File: config.mk
export PLATFORM = sky130hd
export DESIGN_NAME = mem_port_mux
export DESIGN_NICKNAME = d
export VERILOG_FILES = /design/src/mem_port_pkg.sv /design/src/port_cfg_regs.sv /design/src/addr_arbiter.sv /design/src/wdata_order_fifo.sv /design/src/rsp_router.sv /design/src/mem_port_mux.sv
export SDC_FILE = /design/constraint.sdc
export NUM_CORES = 1
export LEC_CHECK = 0
export ABC_AREA = 0
export BUFFER_PORTS_ARGS = -buffer_cell sky130_fd_sc_hd__buf_2
export CORE_AREA = 2 2 288 290
export CTS_CLUSTER_SIZE = 20
export DETAILED_ROUTE_END_ITERATION = 8
export DIE_AREA = 0 0 290 292
export GPL_TIMING_DRIVEN = 0
export PLACE_DENSITY = 0.35
export SLEW_MARGIN = 5
export SYNTH_ARGS = -nofsm -noshare
export SYNTH_HDL_FRONTEND = slang
export SYNTH_SLANG_ARGS = --single-unit
File: constraint.sdc
create_clock -name clk_i -period 2.55 [get_ports clk_i]
set_input_delay 0 -clock clk_i [delete_from_list [all_inputs] [get_ports clk_i]]
set_output_delay 0 -clock clk_i [all_outputs]
set_load 0.02 [all_outputs]
File: src/mem_port_pkg.sv
/*
 * shared types for the memory-port combiner
 * widths, source codes, channel structs, bus bundles, arbitration mode
 */
package mem_port_pkg;

  // ------------------------------------------------------------
  // widths
  // ------------------------------------------------------------
  typedef logic [31:0] addr_t;
  typedef logic [31:0] data_t;
  typedef logic [3:0]  id_t;
  typedef logic [3:0]  len_t;
  typedef logic [1:0]  src_t;
  typedef logic [1:0]  resp_t;
  typedef logic [1:0]  cfg_addr_t;

  // ------------------------------------------------------------
  // client indices and id source field
  // ------------------------------------------------------------
  localparam int unsigned NUM_CLIENTS = 3;

  localparam src_t SRC_FETCH  = 2'd0;
  localparam src_t SRC_BYPASS = 2'd1;
  localparam src_t SRC_DATA   = 2'd2;

  // id bits 3..2
  localparam logic [1:0] ID_SRC_FETCH  = 2'b00;
  localparam logic [1:0] ID_SRC_BYPASS = 2'b10;
  localparam logic [1:0] ID_SRC_DATA   = 2'b11;

  // ------------------------------------------------------------
  // channel payloads
  // ------------------------------------------------------------
  // shared by ar and aw
  typedef struct packed {
    id_t   id;
    addr_t addr;
    len_t  len;
  } addr_chan_t;

  typedef struct packed {
    data_t data;
    logic  last;
  } wdat_chan_t;

  typedef struct packed {
    id_t   id;
    data_t data;
    logic  last;
  } rdat_chan_t;

  typedef struct packed {
    id_t   id;
    resp_t resp;
  } wrsp_chan_t;

  // ------------------------------------------------------------
  // bus bundles
  // ------------------------------------------------------------
  // master to slave
  typedef struct packed {
    addr_chan_t ar;
    logic       ar_valid;
    addr_chan_t aw;
    logic       aw_valid;
    wdat_chan_t w;
    logic       w_valid;
    logic       r_ready;
    logic       b_ready;
  } mem_req_t;

  // slave to master
  typedef struct packed {
    logic       ar_ready;
    logic       aw_ready;
    logic       w_ready;
    rdat_chan_t r;
    logic       r_valid;
    wrsp_chan_t b;
    logic       b_valid;
  } mem_rsp_t;

  typedef enum logic {
    ARB_FIXED       = 1'b0,
    ARB_ROUND_ROBIN = 1'b1
  } arb_mode_e;

endpackage

File: src/port_cfg_regs.sv
/*
 * configuration registers on a four-phase req/ack port
 * enable mask at address 0, arbitration mode at address 1
 */
`timescale 1ns/10ps

module port_cfg_regs (
  input  logic                                   clk_i,
  input  logic                                   arst_n_i,
  input  logic                                   cfg_req_i,
  input  logic                                   cfg_we_i,
  input  mem_port_pkg::cfg_addr_t                cfg_addr_i,
  input  mem_port_pkg::data_t                    cfg_wdata_i,
  output logic                                   cfg_ack_o,
  output mem_port_pkg::data_t                    cfg_rdata_o,
  output logic [mem_port_pkg::NUM_CLIENTS-1:0]   en_mask_o,
  output mem_port_pkg::arb_mode_e                arb_mode_o
);

  typedef enum logic {
    CFG_IDLE,
    CFG_ACK
  } cfg_state_e;

  cfg_state_e          state_q;
  logic                access;
  mem_port_pkg::data_t rdata_d;
  mem_port_pkg::data_t rdata_q;

  // one access per request, taken on the first edge with req high
  assign access = (state_q == CFG_IDLE) && cfg_req_i;

  always_comb begin
    case (cfg_addr_i)
      2'd0:    rdata_d = mem_port_pkg::data_t'(en_mask_o);
      2'd1:    rdata_d = mem_port_pkg::data_t'(arb_mode_o);
      default: rdata_d = '0;
    endcase
  end

  // ------------------------------------------------------------
  // handshake
  // ------------------------------------------------------------
  always_ff @(posedge clk_i or negedge arst_n_i) begin
    if (!arst_n_i) begin
      state_q <= CFG_IDLE;
    end else begin
      case (state_q)
        CFG_IDLE: if (cfg_req_i) state_q <= CFG_ACK;
        CFG_ACK:  if (!cfg_req_i) state_q <= CFG_IDLE;
        default:  state_q <= CFG_IDLE;
      endcase
    end
  end

  assign cfg_ack_o = (state_q == CFG_ACK);

  // ------------------------------------------------------------
  // registers
  // ------------------------------------------------------------
  always_ff @(posedge clk_i or negedge arst_n_i) begin
    if (!arst_n_i) begin
      en_mask_o  <= '1;
      arb_mode_o <= mem_port_pkg::ARB_FIXED;
    end else if (access && cfg_we_i) begin
      if (cfg_addr_i == 2'd0) en_mask_o <= cfg_wdata_i[mem_port_pkg::NUM_CLIENTS-1:0];
      if (cfg_addr_i == 2'd1) arb_mode_o <= mem_port_pkg::arb_mode_e'(cfg_wdata_i[0]);
    end
  end

  // read data held for the whole ack phase
  always_ff @(posedge clk_i) begin
    if (access) rdata_q <= rdata_d;
  end

  assign cfg_rdata_o = rdata_q;

endmodule

File: src/addr_arbiter.sv
/*
 * valid/ready arbiter for one address channel
 * fixed priority or round robin, enable mask, grant lock under back-pressure
 */
`timescale 1ns/10ps

module addr_arbiter #(
  parameter int unsigned NumInp = 3
) (
  input  logic                      clk_i,
  input  logic                      arst_n_i,
  input  mem_port_pkg::addr_chan_t  inp_chan_i [NumInp],
  input  logic [NumInp-1:0]         inp_valid_i,
  output logic [NumInp-1:0]         inp_ready_o,
  input  logic [NumInp-1:0]         en_mask_i,
  input  mem_port_pkg::arb_mode_e   arb_mode_i,
  input  logic                      hold_i,
  output mem_port_pkg::addr_chan_t  out_chan_o,
  output logic                      out_valid_o,
  input  logic                      out_ready_i,
  output mem_port_pkg::src_t        gnt_idx_o,
  output logic                      gnt_o
);

  logic [NumInp-1:0]  req;
  mem_port_pkg::src_t pick;
  mem_port_pkg::src_t sel;
  mem_port_pkg::src_t lock_idx_q;
  mem_port_pkg::src_t rr_q;
  logic               locked_q;

  assign req = inp_valid_i & en_mask_i;

  // ------------------------------------------------------------
  // choice of the next client
  // ------------------------------------------------------------
  always_comb begin
    int cand;
    pick = '0;
    cand = 0;
    if (arb_mode_i == mem_port_pkg::ARB_ROUND_ROBIN) begin
      // walk backwards so the client right after the last grant wins
      for (int off = NumInp; off >= 1; off--) begin
        cand = int'(rr_q) + off;
        if (cand >= NumInp) cand = cand - NumInp;
        if (req[cand]) pick = mem_port_pkg::src_t'(cand);
      end
    end else begin
      // highest index wins, i.e. data, bypass, fetch
      for (int i = 0; i < NumInp; i++) begin
        if (req[i]) pick = mem_port_pkg::src_t'(i);
      end
    end
  end

  // a stalled request keeps its slot even if the mask changes
  assign sel         = locked_q ? lock_idx_q : pick;
  assign out_valid_o = !hold_i && (locked_q ? inp_valid_i[lock_idx_q] : |req);
  assign out_chan_o  = inp_chan_i[sel];
  assign gnt_idx_o   = sel;
  assign gnt_o       = out_valid_o && out_ready_i;

  for (genvar i = 0; i < NumInp; i++) begin : g_ready
    assign inp_ready_o[i] = gnt_o && (sel == mem_port_pkg::src_t'(i));
  end

  // ------------------------------------------------------------
  // lock and round-robin pointer
  // ------------------------------------------------------------
  always_ff @(posedge clk_i or negedge arst_n_i) begin
    if (!arst_n_i) begin
      locked_q   <= 1'b0;
      lock_idx_q <= '0;
      // first round-robin search starts at client 0
      rr_q       <= mem_port_pkg::src_t'(NumInp - 1);
    end else begin
      locked_q   <= out_valid_o && !out_ready_i;
      lock_idx_q <= sel;
      if (gnt_o) rr_q <= sel;
    end
  end

endmodule

File: src/wdata_order_fifo.sv
/*
 * order FIFO of granted write sources
 * head steers the write-data multiplexer, last beat pops
 */
`timescale 1ns/10ps

module wdata_order_fifo #(
  parameter int unsigned Depth = 4
) (
  input  logic                                   clk_i,
  input  logic                                   arst_n_i,
  input  logic                                   push_i,
  input  mem_port_pkg::src_t                     push_idx_i,
  output logic                                   full_o,
  input  mem_port_pkg::wdat_chan_t               client_w_i [mem_port_pkg::NUM_CLIENTS],
  input  logic [mem_port_pkg::NUM_CLIENTS-1:0]   client_w_valid_i,
  output logic [mem_port_pkg::NUM_CLIENTS-1:0]   client_w_ready_o,
  output mem_port_pkg::wdat_chan_t               bus_w_o,
  output logic                                   bus_w_valid_o,
  input  logic                                   bus_w_ready_i
);

  localparam int unsigned PtrW = (Depth > 1) ? $clog2(Depth) : 1;
  localparam int unsigned CntW = $clog2(Depth + 1);

  typedef logic [PtrW-1:0] ptr_t;

  mem_port_pkg::src_t idx_mem [Depth];
  ptr_t               wr_ptr_q;
  ptr_t               rd_ptr_q;
  logic [CntW-1:0]    count_q;
  mem_port_pkg::src_t head;
  logic               empty;
  logic               pop;

  function automatic ptr_t ptr_next(ptr_t p);
    return (p == ptr_t'(Depth - 1)) ? '0 : p + 1'b1;
  endfunction

  assign empty  = (count_q == '0);
  assign full_o = (count_q == CntW'(Depth));
  assign head   = idx_mem[rd_ptr_q];

  // ------------------------------------------------------------
  // write data path
  // ------------------------------------------------------------
  assign bus_w_o       = client_w_i[head];
  assign bus_w_valid_o = !empty && client_w_valid_i[head];
  assign pop           = bus_w_valid_o && bus_w_ready_i && bus_w_o.last;

  for (genvar i = 0; i < mem_port_pkg::NUM_CLIENTS; i++) begin : g_ready
    assign client_w_ready_o[i] = !empty && bus_w_ready_i &&
                                 (head == mem_port_pkg::src_t'(i));
  end

  // ------------------------------------------------------------
  // pointers and count
  // ------------------------------------------------------------
  always_ff @(posedge clk_i or negedge arst_n_i) begin
    if (!arst_n_i) begin
      wr_ptr_q <= '0;
      rd_ptr_q <= '0;
      count_q  <= '0;
    end else begin
      if (push_i) wr_ptr_q <= ptr_next(wr_ptr_q);
      if (pop)    rd_ptr_q <= ptr_next(rd_ptr_q);
      case ({push_i, pop})
        2'b10:   count_q <= count_q + 1'b1;
        2'b01:   count_q <= count_q - 1'b1;
        default: count_q <= count_q;
      endcase
    end
  end

  always_ff @(posedge clk_i) begin
    if (push_i) idx_mem[wr_ptr_q] <= push_idx_i;
  end

endmodule

File: src/rsp_router.sv
/*
 * R and B response routing by id source field
 * payload broadcast, valid and ready steered
 */
`timescale 1ns/10ps

module rsp_router (
  input  mem_port_pkg::rdat_chan_t               bus_r_i,
  input  logic                                   bus_r_valid_i,
  output logic                                   bus_r_ready_o,
  input  mem_port_pkg::wrsp_chan_t               bus_b_i,
  input  logic                                   bus_b_valid_i,
  output logic                                   bus_b_ready_o,
  output mem_port_pkg::rdat_chan_t               client_r_o [mem_port_pkg::NUM_CLIENTS],
  output logic [mem_port_pkg::NUM_CLIENTS-1:0]   client_r_valid_o,
  input  logic [mem_port_pkg::NUM_CLIENTS-1:0]   client_r_ready_i,
  output mem_port_pkg::wrsp_chan_t               client_b_o [mem_port_pkg::NUM_CLIENTS],
  output logic [mem_port_pkg::NUM_CLIENTS-1:0]   client_b_valid_o,
  input  logic [mem_port_pkg::NUM_CLIENTS-1:0]   client_b_ready_i
);

  mem_port_pkg::src_t r_sel;
  mem_port_pkg::src_t b_sel;

  // id bits 3..2 to client index, unknown codes go to fetch
  function automatic mem_port_pkg::src_t src_of(mem_port_pkg::id_t id);
    case (id[3:2])
      mem_port_pkg::ID_SRC_DATA:   return mem_port_pkg::SRC_DATA;
      mem_port_pkg::ID_SRC_BYPASS: return mem_port_pkg::SRC_BYPASS;
      mem_port_pkg::ID_SRC_FETCH:  return mem_port_pkg::SRC_FETCH;
      default:                     return mem_port_pkg::SRC_FETCH;
    endcase
  endfunction

  assign r_sel = src_of(bus_r_i.id);
  assign b_sel = src_of(bus_b_i.id);

  assign bus_r_ready_o = client_r_ready_i[r_sel];
  assign bus_b_ready_o = client_b_ready_i[b_sel];

  for (genvar i = 0; i < mem_port_pkg::NUM_CLIENTS; i++) begin : g_client
    assign client_r_o[i]       = bus_r_i;
    assign client_r_valid_o[i] = bus_r_valid_i && (r_sel == mem_port_pkg::src_t'(i));
    assign client_b_o[i]       = bus_b_i;
    assign client_b_valid_o[i] = bus_b_valid_i && (b_sel == mem_port_pkg::src_t'(i));
  end

endmodule

File: src/mem_port_mux.sv
/*
 * memory-port combiner top level
 * config block, AR and AW arbiters, write ordering, response routing
 */
`timescale 1ns/10ps

module mem_port_mux #(
  parameter int unsigned WrDepth = 4
) (
  input  logic                     clk_i,
  input  logic                     arst_n_i,
  input  logic                     cfg_req_i,
  input  logic                     cfg_we_i,
  input  mem_port_pkg::cfg_addr_t  cfg_addr_i,
  input  mem_port_pkg::data_t      cfg_wdata_i,
  output logic                     cfg_ack_o,
  output mem_port_pkg::data_t      cfg_rdata_o,
  input  mem_port_pkg::mem_req_t   client_req_i [mem_port_pkg::NUM_CLIENTS],
  output mem_port_pkg::mem_rsp_t   client_rsp_o [mem_port_pkg::NUM_CLIENTS],
  output mem_port_pkg::mem_req_t   bus_req_o,
  input  mem_port_pkg::mem_rsp_t   bus_rsp_i
);

  localparam int unsigned NC = mem_port_pkg::NUM_CLIENTS;

  logic [NC-1:0]             en_mask;
  mem_port_pkg::arb_mode_e   arb_mode;

  mem_port_pkg::addr_chan_t  ar_chan [NC];
  logic [NC-1:0]             ar_valid;
  logic [NC-1:0]             ar_ready;
  mem_port_pkg::addr_chan_t  aw_chan [NC];
  logic [NC-1:0]             aw_valid;
  logic [NC-1:0]             aw_ready;
  mem_port_pkg::wdat_chan_t  w_chan [NC];
  logic [NC-1:0]             w_valid;
  logic [NC-1:0]             w_ready;
  mem_port_pkg::rdat_chan_t  r_chan [NC];
  logic [NC-1:0]             r_valid;
  logic [NC-1:0]             r_ready;
  mem_port_pkg::wrsp_chan_t  b_chan [NC];
  logic [NC-1:0]             b_valid;
  logic [NC-1:0]             b_ready;

  mem_port_pkg::src_t        aw_gnt_idx;
  logic                      aw_gnt;
  logic                      wr_full;

  // ------------------------------------------------------------
  // client bundles split per channel
  // ------------------------------------------------------------
  for (genvar i = 0; i < NC; i++) begin : g_client
    assign ar_chan[i]  = client_req_i[i].ar;
    assign ar_valid[i] = client_req_i[i].ar_valid;
    assign aw_chan[i]  = client_req_i[i].aw;
    assign aw_valid[i] = client_req_i[i].aw_valid;
    assign w_chan[i]   = client_req_i[i].w;
    assign w_valid[i]  = client_req_i[i].w_valid;
    assign r_ready[i]  = client_req_i[i].r_ready;
    assign b_ready[i]  = client_req_i[i].b_ready;

    assign client_rsp_o[i].ar_ready = ar_ready[i];
    assign client_rsp_o[i].aw_ready = aw_ready[i];
    assign client_rsp_o[i].w_ready  = w_ready[i];
    assign client_rsp_o[i].r        = r_chan[i];
    assign client_rsp_o[i].r_valid  = r_valid[i];
    assign client_rsp_o[i].b        = b_chan[i];
    assign client_rsp_o[i].b_valid  = b_valid[i];
  end

  port_cfg_regs i_cfg (
    .clk_i       (clk_i),
    .arst_n_i    (arst_n_i),
    .cfg_req_i   (cfg_req_i),
    .cfg_we_i    (cfg_we_i),
    .cfg_addr_i  (cfg_addr_i),
    .cfg_wdata_i (cfg_wdata_i),
    .cfg_ack_o   (cfg_ack_o),
    .cfg_rdata_o (cfg_rdata_o),
    .en_mask_o   (en_mask),
    .arb_mode_o  (arb_mode)
  );

  // ------------------------------------------------------------
  // address channels
  // ------------------------------------------------------------
  addr_arbiter #(
    .NumInp (NC)
  ) i_ar_arb (
    .clk_i       (clk_i),
    .arst_n_i    (arst_n_i),
    .inp_chan_i  (ar_chan),
    .inp_valid_i (ar_valid),
    .inp_ready_o (ar_ready),
    .en_mask_i   (en_mask),
    .arb_mode_i  (arb_mode),
    .hold_i      (1'b0),
    .out_chan_o  (bus_req_o.ar),
    .out_valid_o (bus_req_o.ar_valid),
    .out_ready_i (bus_rsp_i.ar_ready),
    .gnt_idx_o   (),
    .gnt_o       ()
  );

  // no new write address while the order FIFO is full
  addr_arbiter #(
    .NumInp (NC)
  ) i_aw_arb (
    .clk_i       (clk_i),
    .arst_n_i    (arst_n_i),
    .inp_chan_i  (aw_chan),
    .inp_valid_i (aw_valid),
    .inp_ready_o (aw_ready),
    .en_mask_i   (en_mask),
    .arb_mode_i  (arb_mode),
    .hold_i      (wr_full),
    .out_chan_o  (bus_req_o.aw),
    .out_valid_o (bus_req_o.aw_valid),
    .out_ready_i (bus_rsp_i.aw_ready),
    .gnt_idx_o   (aw_gnt_idx),
    .gnt_o       (aw_gnt)
  );

  // write data follows aw grant order, the bus has no write-data id
  wdata_order_fifo #(
    .Depth (WrDepth)
  ) i_w_order (
    .clk_i            (clk_i),
    .arst_n_i         (arst_n_i),
    .push_i           (aw_gnt),
    .push_idx_i       (aw_gnt_idx),
    .full_o           (wr_full),
    .client_w_i       (w_chan),
    .client_w_valid_i (w_valid),
    .client_w_ready_o (w_ready),
    .bus_w_o          (bus_req_o.w),
    .bus_w_valid_o    (bus_req_o.w_valid),
    .bus_w_ready_i    (bus_rsp_i.w_ready)
  );

  rsp_router i_rsp (
    .bus_r_i          (bus_rsp_i.r),
    .bus_r_valid_i    (bus_rsp_i.r_valid),
    .bus_r_ready_o    (bus_req_o.r_ready),
    .bus_b_i          (bus_rsp_i.b),
    .bus_b_valid_i    (bus_rsp_i.b_valid),
    .bus_b_ready_o    (bus_req_o.b_ready),
    .client_r_o       (r_chan),
    .client_r_valid_o (r_valid),
    .client_r_ready_i (r_ready),
    .client_b_o       (b_chan),
    .client_b_valid_o (b_valid),
    .client_b_ready_i (b_ready)
  );

endmodule

==> results.toml <==
[floorplan]
start_util_pct = 7.18
fp.dieW_um = 290
dieArea_mm2 = 0.0847
io_pins = 735
placement_rows = 105
y_dimension_of_the_die_um = 292
core_area_mm2 = 0.0816

[finish]
fin_nets = 1826
share_of_cells_above_drive_strength_1_pct = 76.0
fin_cells = 2454
final-seq-area_um2 = 900
synthToLayoutAreaGrowth_pct = 121
area_of_the_multi_input_gates_mm2 = 0.00445
layout.filler_cells = 9246
layout.core_utilization_pct = 15.8

[worst_setup_path]
endpoint_arrival_time_on_the_critical_path_ns = 2.66
critical_path_class = "reg -> out"
cp.required_ns = 2.55
cp-start-kind = "flip-flop"
critical_path.max_fanout = 6
end_kind = "output pin"

[cts]
cts_max_level = 2
clkLatencyLatePin_ns = 0.30
tritoncts.num_buffers = 5
tritoncts = "built"
cts_buffer_depth = 2
numClockSinks = 33
path_clk_slew_ns = 0.06
root_buffer = "sky130_fd_sc_hd__clkbuf_16"

[synthesis]
synthMostInstantiatedCell = "sky130_fd_sc_hd__buf_4"
synth_top_area_share_pct = 21.7
synth_cells = 650
top_post_synthesis_cells_by_area = "sky130_fd_sc_hd__buf_4, sky130_fd_sc_hd__mux2i_1, sky130_fd_sc_hd__o2bb2ai_2, sky130_fd_sc_hd__dfrtp_1, sky130_fd_sc_hd__o2bb2ai_1"
synth.ff_latch_count = 33
synth_top_area_cell = "sky130_fd_sc_hd__buf_4"
synth-async-reset-ratio_pct = 66.7
synth-edff-count = 11
synth.lib_cells_used.distinct = 50
synth-warning-count = 0
synth-seq-area-share_pct = 15.1
syn-cell-area_mm2 = 0.00586
syn_area_per_cell_um2 = 9.01
yosys_most_used_dff = "sky130_fd_sc_hd__dfrtp_1"
synth_common_cells = "sky130_fd_sc_hd__buf_4, sky130_fd_sc_hd__mux2i_1, sky130_fd_sc_hd__nand2_1, sky130_fd_sc_hd__o2bb2ai_2, sky130_fd_sc_hd__o2bb2ai_1"

[global_route]
pin_count_of_the_biggest_net_entering_global_routing = 23
antenna_found_initial = 20
grt_first_pass_wirelength_mm = 53.1
global_route.overflow_total = 0
grt_pass1_vias = 7869
groute.usage.overall_pct = 8.58

[placement]
dpl.cell_count = 2385
gp_congestion = 0.874
place.port_buffers = 637
detailedPlacementHpwl_mm = 33.4

[status]
run_status = "finished, violations left"
violations = "negative setup slack"

[job]
drv.max_cap_violation_count = 0

[sta]
worst_hold_slack_ns = 0.0831
finalCritPeriodShare_pct = 104
fin_worst_skew_ns = 0.00868
fmax_mhz = 376
worst_pin_slew_ns = 0.696
finalWorstSetupSlack_ns = -0.107
report.final.slew_viol_count = 0
timing.final.setup_violations = 63
slew_headroom_pct = 53.6
final.min_clock_period_ns = 2.66
final_hold_viol_count = 0
rsz0062_at_grt = "yes"

[power]
peakVddDrop_mv = 0.538
pwr_per_cell_area_mw_per_mm2 = 911
total_leakage_power_nw = 6.25

[detailed_routing]
detail_route.iter0.violations = 186
routed_length_per_instance_um = 16.0
drc = 0
ant_nets = 0
mean_number_of_vias_per_cell = 3.09
vias = 7583
first_pass_iters = 4
routed_wl_mm = 39.3

[worst_hold_path]
worstHoldPathType = "in -> reg"
==> critical path: stages (launching register included) <==
cell,delay [ns]
sky130_fd_sc_hd__dfstp_2,0.54
sky130_fd_sc_hd__inv_2,0.06
sky130_fd_sc_hd__ha_4,0.30
sky130_fd_sc_hd__o21ai_1,0.06
sky130_fd_sc_hd__nor2b_1,0.12
sky130_fd_sc_hd__o41a_1,0.39
sky130_fd_sc_hd__inv_4,0.12
sky130_fd_sc_hd__buf_12,0.12
sky130_fd_sc_hd__clkbuf_16,0.16
sky130_fd_sc_hd__mux2i_2,0.24
sky130_fd_sc_hd__o2bb2ai_2,0.08
sky130_fd_sc_hd__buf_2,0.16
==> metal layers <==
metal  routed length [µm]  up-vias  global-route usage, %
met4                 1480        8                   4.41
met2                21200      467                   16.6
met1                13400     3452                   8.20
met5                   51        -                      0
met3                 3170       54                   2.49
li1                     -     3602                      -
==> sequential cells by signal, indices dropped and copies added (netlist names) <==
register / count
i_aw_arb.lock_idx_q: 2
i_w_order.wr_ptr_q: 2
i_cfg.cfg_ack_o: 1
i_cfg.arb_mode_o: 1
i_ar_arb.locked_q: 1
i_w_order.count_q: 3
i_aw_arb.locked_q: 1
i_w_order.rd_ptr_q: 2
i_ar_arb.rr_q: 2
i_aw_arb.rr_q: 2
i_ar_arb.lock_idx_q: 2
i_w_order.idx_mem: 8
i_cfg.cfg_rdata_o: 3
i_cfg.en_mask_o: 3
==> stage by stage <==
step	area (µm²)	setup TNS (ns)	worst slack [ns]	power (mW)
floorplan	5970	-0.0217	-0.0217	5.64
global route	12900	-13.09	-0.227	12.5
CTS	12000	-8.28	-0.171	10.8
global placement	10500	-13.18	-0.409	8.25
finish	12900	-3.52	-0.107	11.8
detailed placement	10500	-12.93	-0.397	8.22
==> cell type report <==
class | instances | area share [%]
antenna | 10 | 0.194
multi-input combinational | 425 | 34.4
tap | 1070 | 10.4
clock buffer | 5 | 0.968
buffer | 200 | 12.9
clock inverter | 3 | 0.358
sequential | 33 | 6.96
timing repair buffer | 692 | 33.4
inverter | 16 | 0.484
==> cell families (layout without fill, tap and decap cells) <==
kind of cell	Yosys count	after routing	synth area share (%)
buffers and inverters	220	916	26.7
AO/OA/AOI/OAI	149	149	23.8
multiplexers	132	132	22.9
AND/OR/NAND/NOR	99	99	8.01
flip-flops	33	33	15.1
adder cells (fa/ha/maj)	13	13	2.91
XOR/XNOR	3	3	0.449
other	1	39	0.0640
==> worst paths after layout <==
| check | depth (start not counted) | from | endpoint | slack [ns] |
|---|---|---|---|---|
| max | 11 | i_ar_arb.rr_q[1] | bus_req_o[109] | -0.11 |
| min | 3 | cfg_addr_i[0] | i_cfg.cfg_rdata_o[0] | 0.08 |
| max reg2reg | 13 | i_w_order.rd_ptr_q[1] | i_w_order.count_q[2] | 0.04 |
| min reg2reg | 1 | i_w_order.count_q[2] | i_w_order.count_q[2] | 0.52 |
| max in group asynchronous | 2 | arst_n_i | i_cfg.arb_mode_o | 1.74 |
| min in group asynchronous | 2 | arst_n_i | i_w_order.wr_ptr_q[1] | 0.31 |
==> cell usage in the layout (no fill, tap or decap), types with 4 or more instances in the layout <==
cell type	instances
sky130_fd_sc_hd__a21oi_1	12
sky130_fd_sc_hd__and3_1	8
sky130_fd_sc_hd__buf_12	21
sky130_fd_sc_hd__buf_16	4
sky130_fd_sc_hd__buf_2	577
sky130_fd_sc_hd__buf_4	198
sky130_fd_sc_hd__buf_6	67
sky130_fd_sc_hd__buf_8	6
sky130_fd_sc_hd__clkbuf_1	6
sky130_fd_sc_hd__clkbuf_16	10
sky130_fd_sc_hd__conb_1	29
sky130_fd_sc_hd__dfrtp_1	13
sky130_fd_sc_hd__dfrtp_2	4
sky130_fd_sc_hd__diode_2	10
sky130_fd_sc_hd__dlygate4sd3_1	8
sky130_fd_sc_hd__edfxtp_1	11
sky130_fd_sc_hd__ha_1	5
sky130_fd_sc_hd__ha_2	4
sky130_fd_sc_hd__inv_1	8
sky130_fd_sc_hd__inv_2	7
sky130_fd_sc_hd__mux2_2	4
sky130_fd_sc_hd__mux2i_1	86
sky130_fd_sc_hd__mux2i_2	19
sky130_fd_sc_hd__mux2i_4	18
sky130_fd_sc_hd__nand2_1	43
sky130_fd_sc_hd__nor2_1	15
sky130_fd_sc_hd__nor2b_1	10
sky130_fd_sc_hd__o21ai_0	31
sky130_fd_sc_hd__o21ai_1	4
sky130_fd_sc_hd__o2bb2ai_1	10
sky130_fd_sc_hd__o2bb2ai_2	47
sky130_fd_sc_hd__o2bb2ai_4	25
==> repair_timing <==
item | 4_1_cts | 5_1_grt
endpoints found under the setup margin | 102 | 88
hold buffers | 8 | 0
cloned | 5 | 5
pin swaps | 14 | 31
hold endpoints to repair | 25 | 0
setup buffers | 28 | 10
resized for setup | 196 | 151
==> power breakdown <==
part           total, mW  internal (mW)  switching (mW)  leakage, nW
Sequential         0.918          0.750           0.168        0.364
Combinational       10.1           4.77            5.35         5.81
Clock              0.728          0.463           0.266       0.0801
Total               11.8           5.99            5.78         6.25
Note: power is estimated with default switching activity, not from simulation.
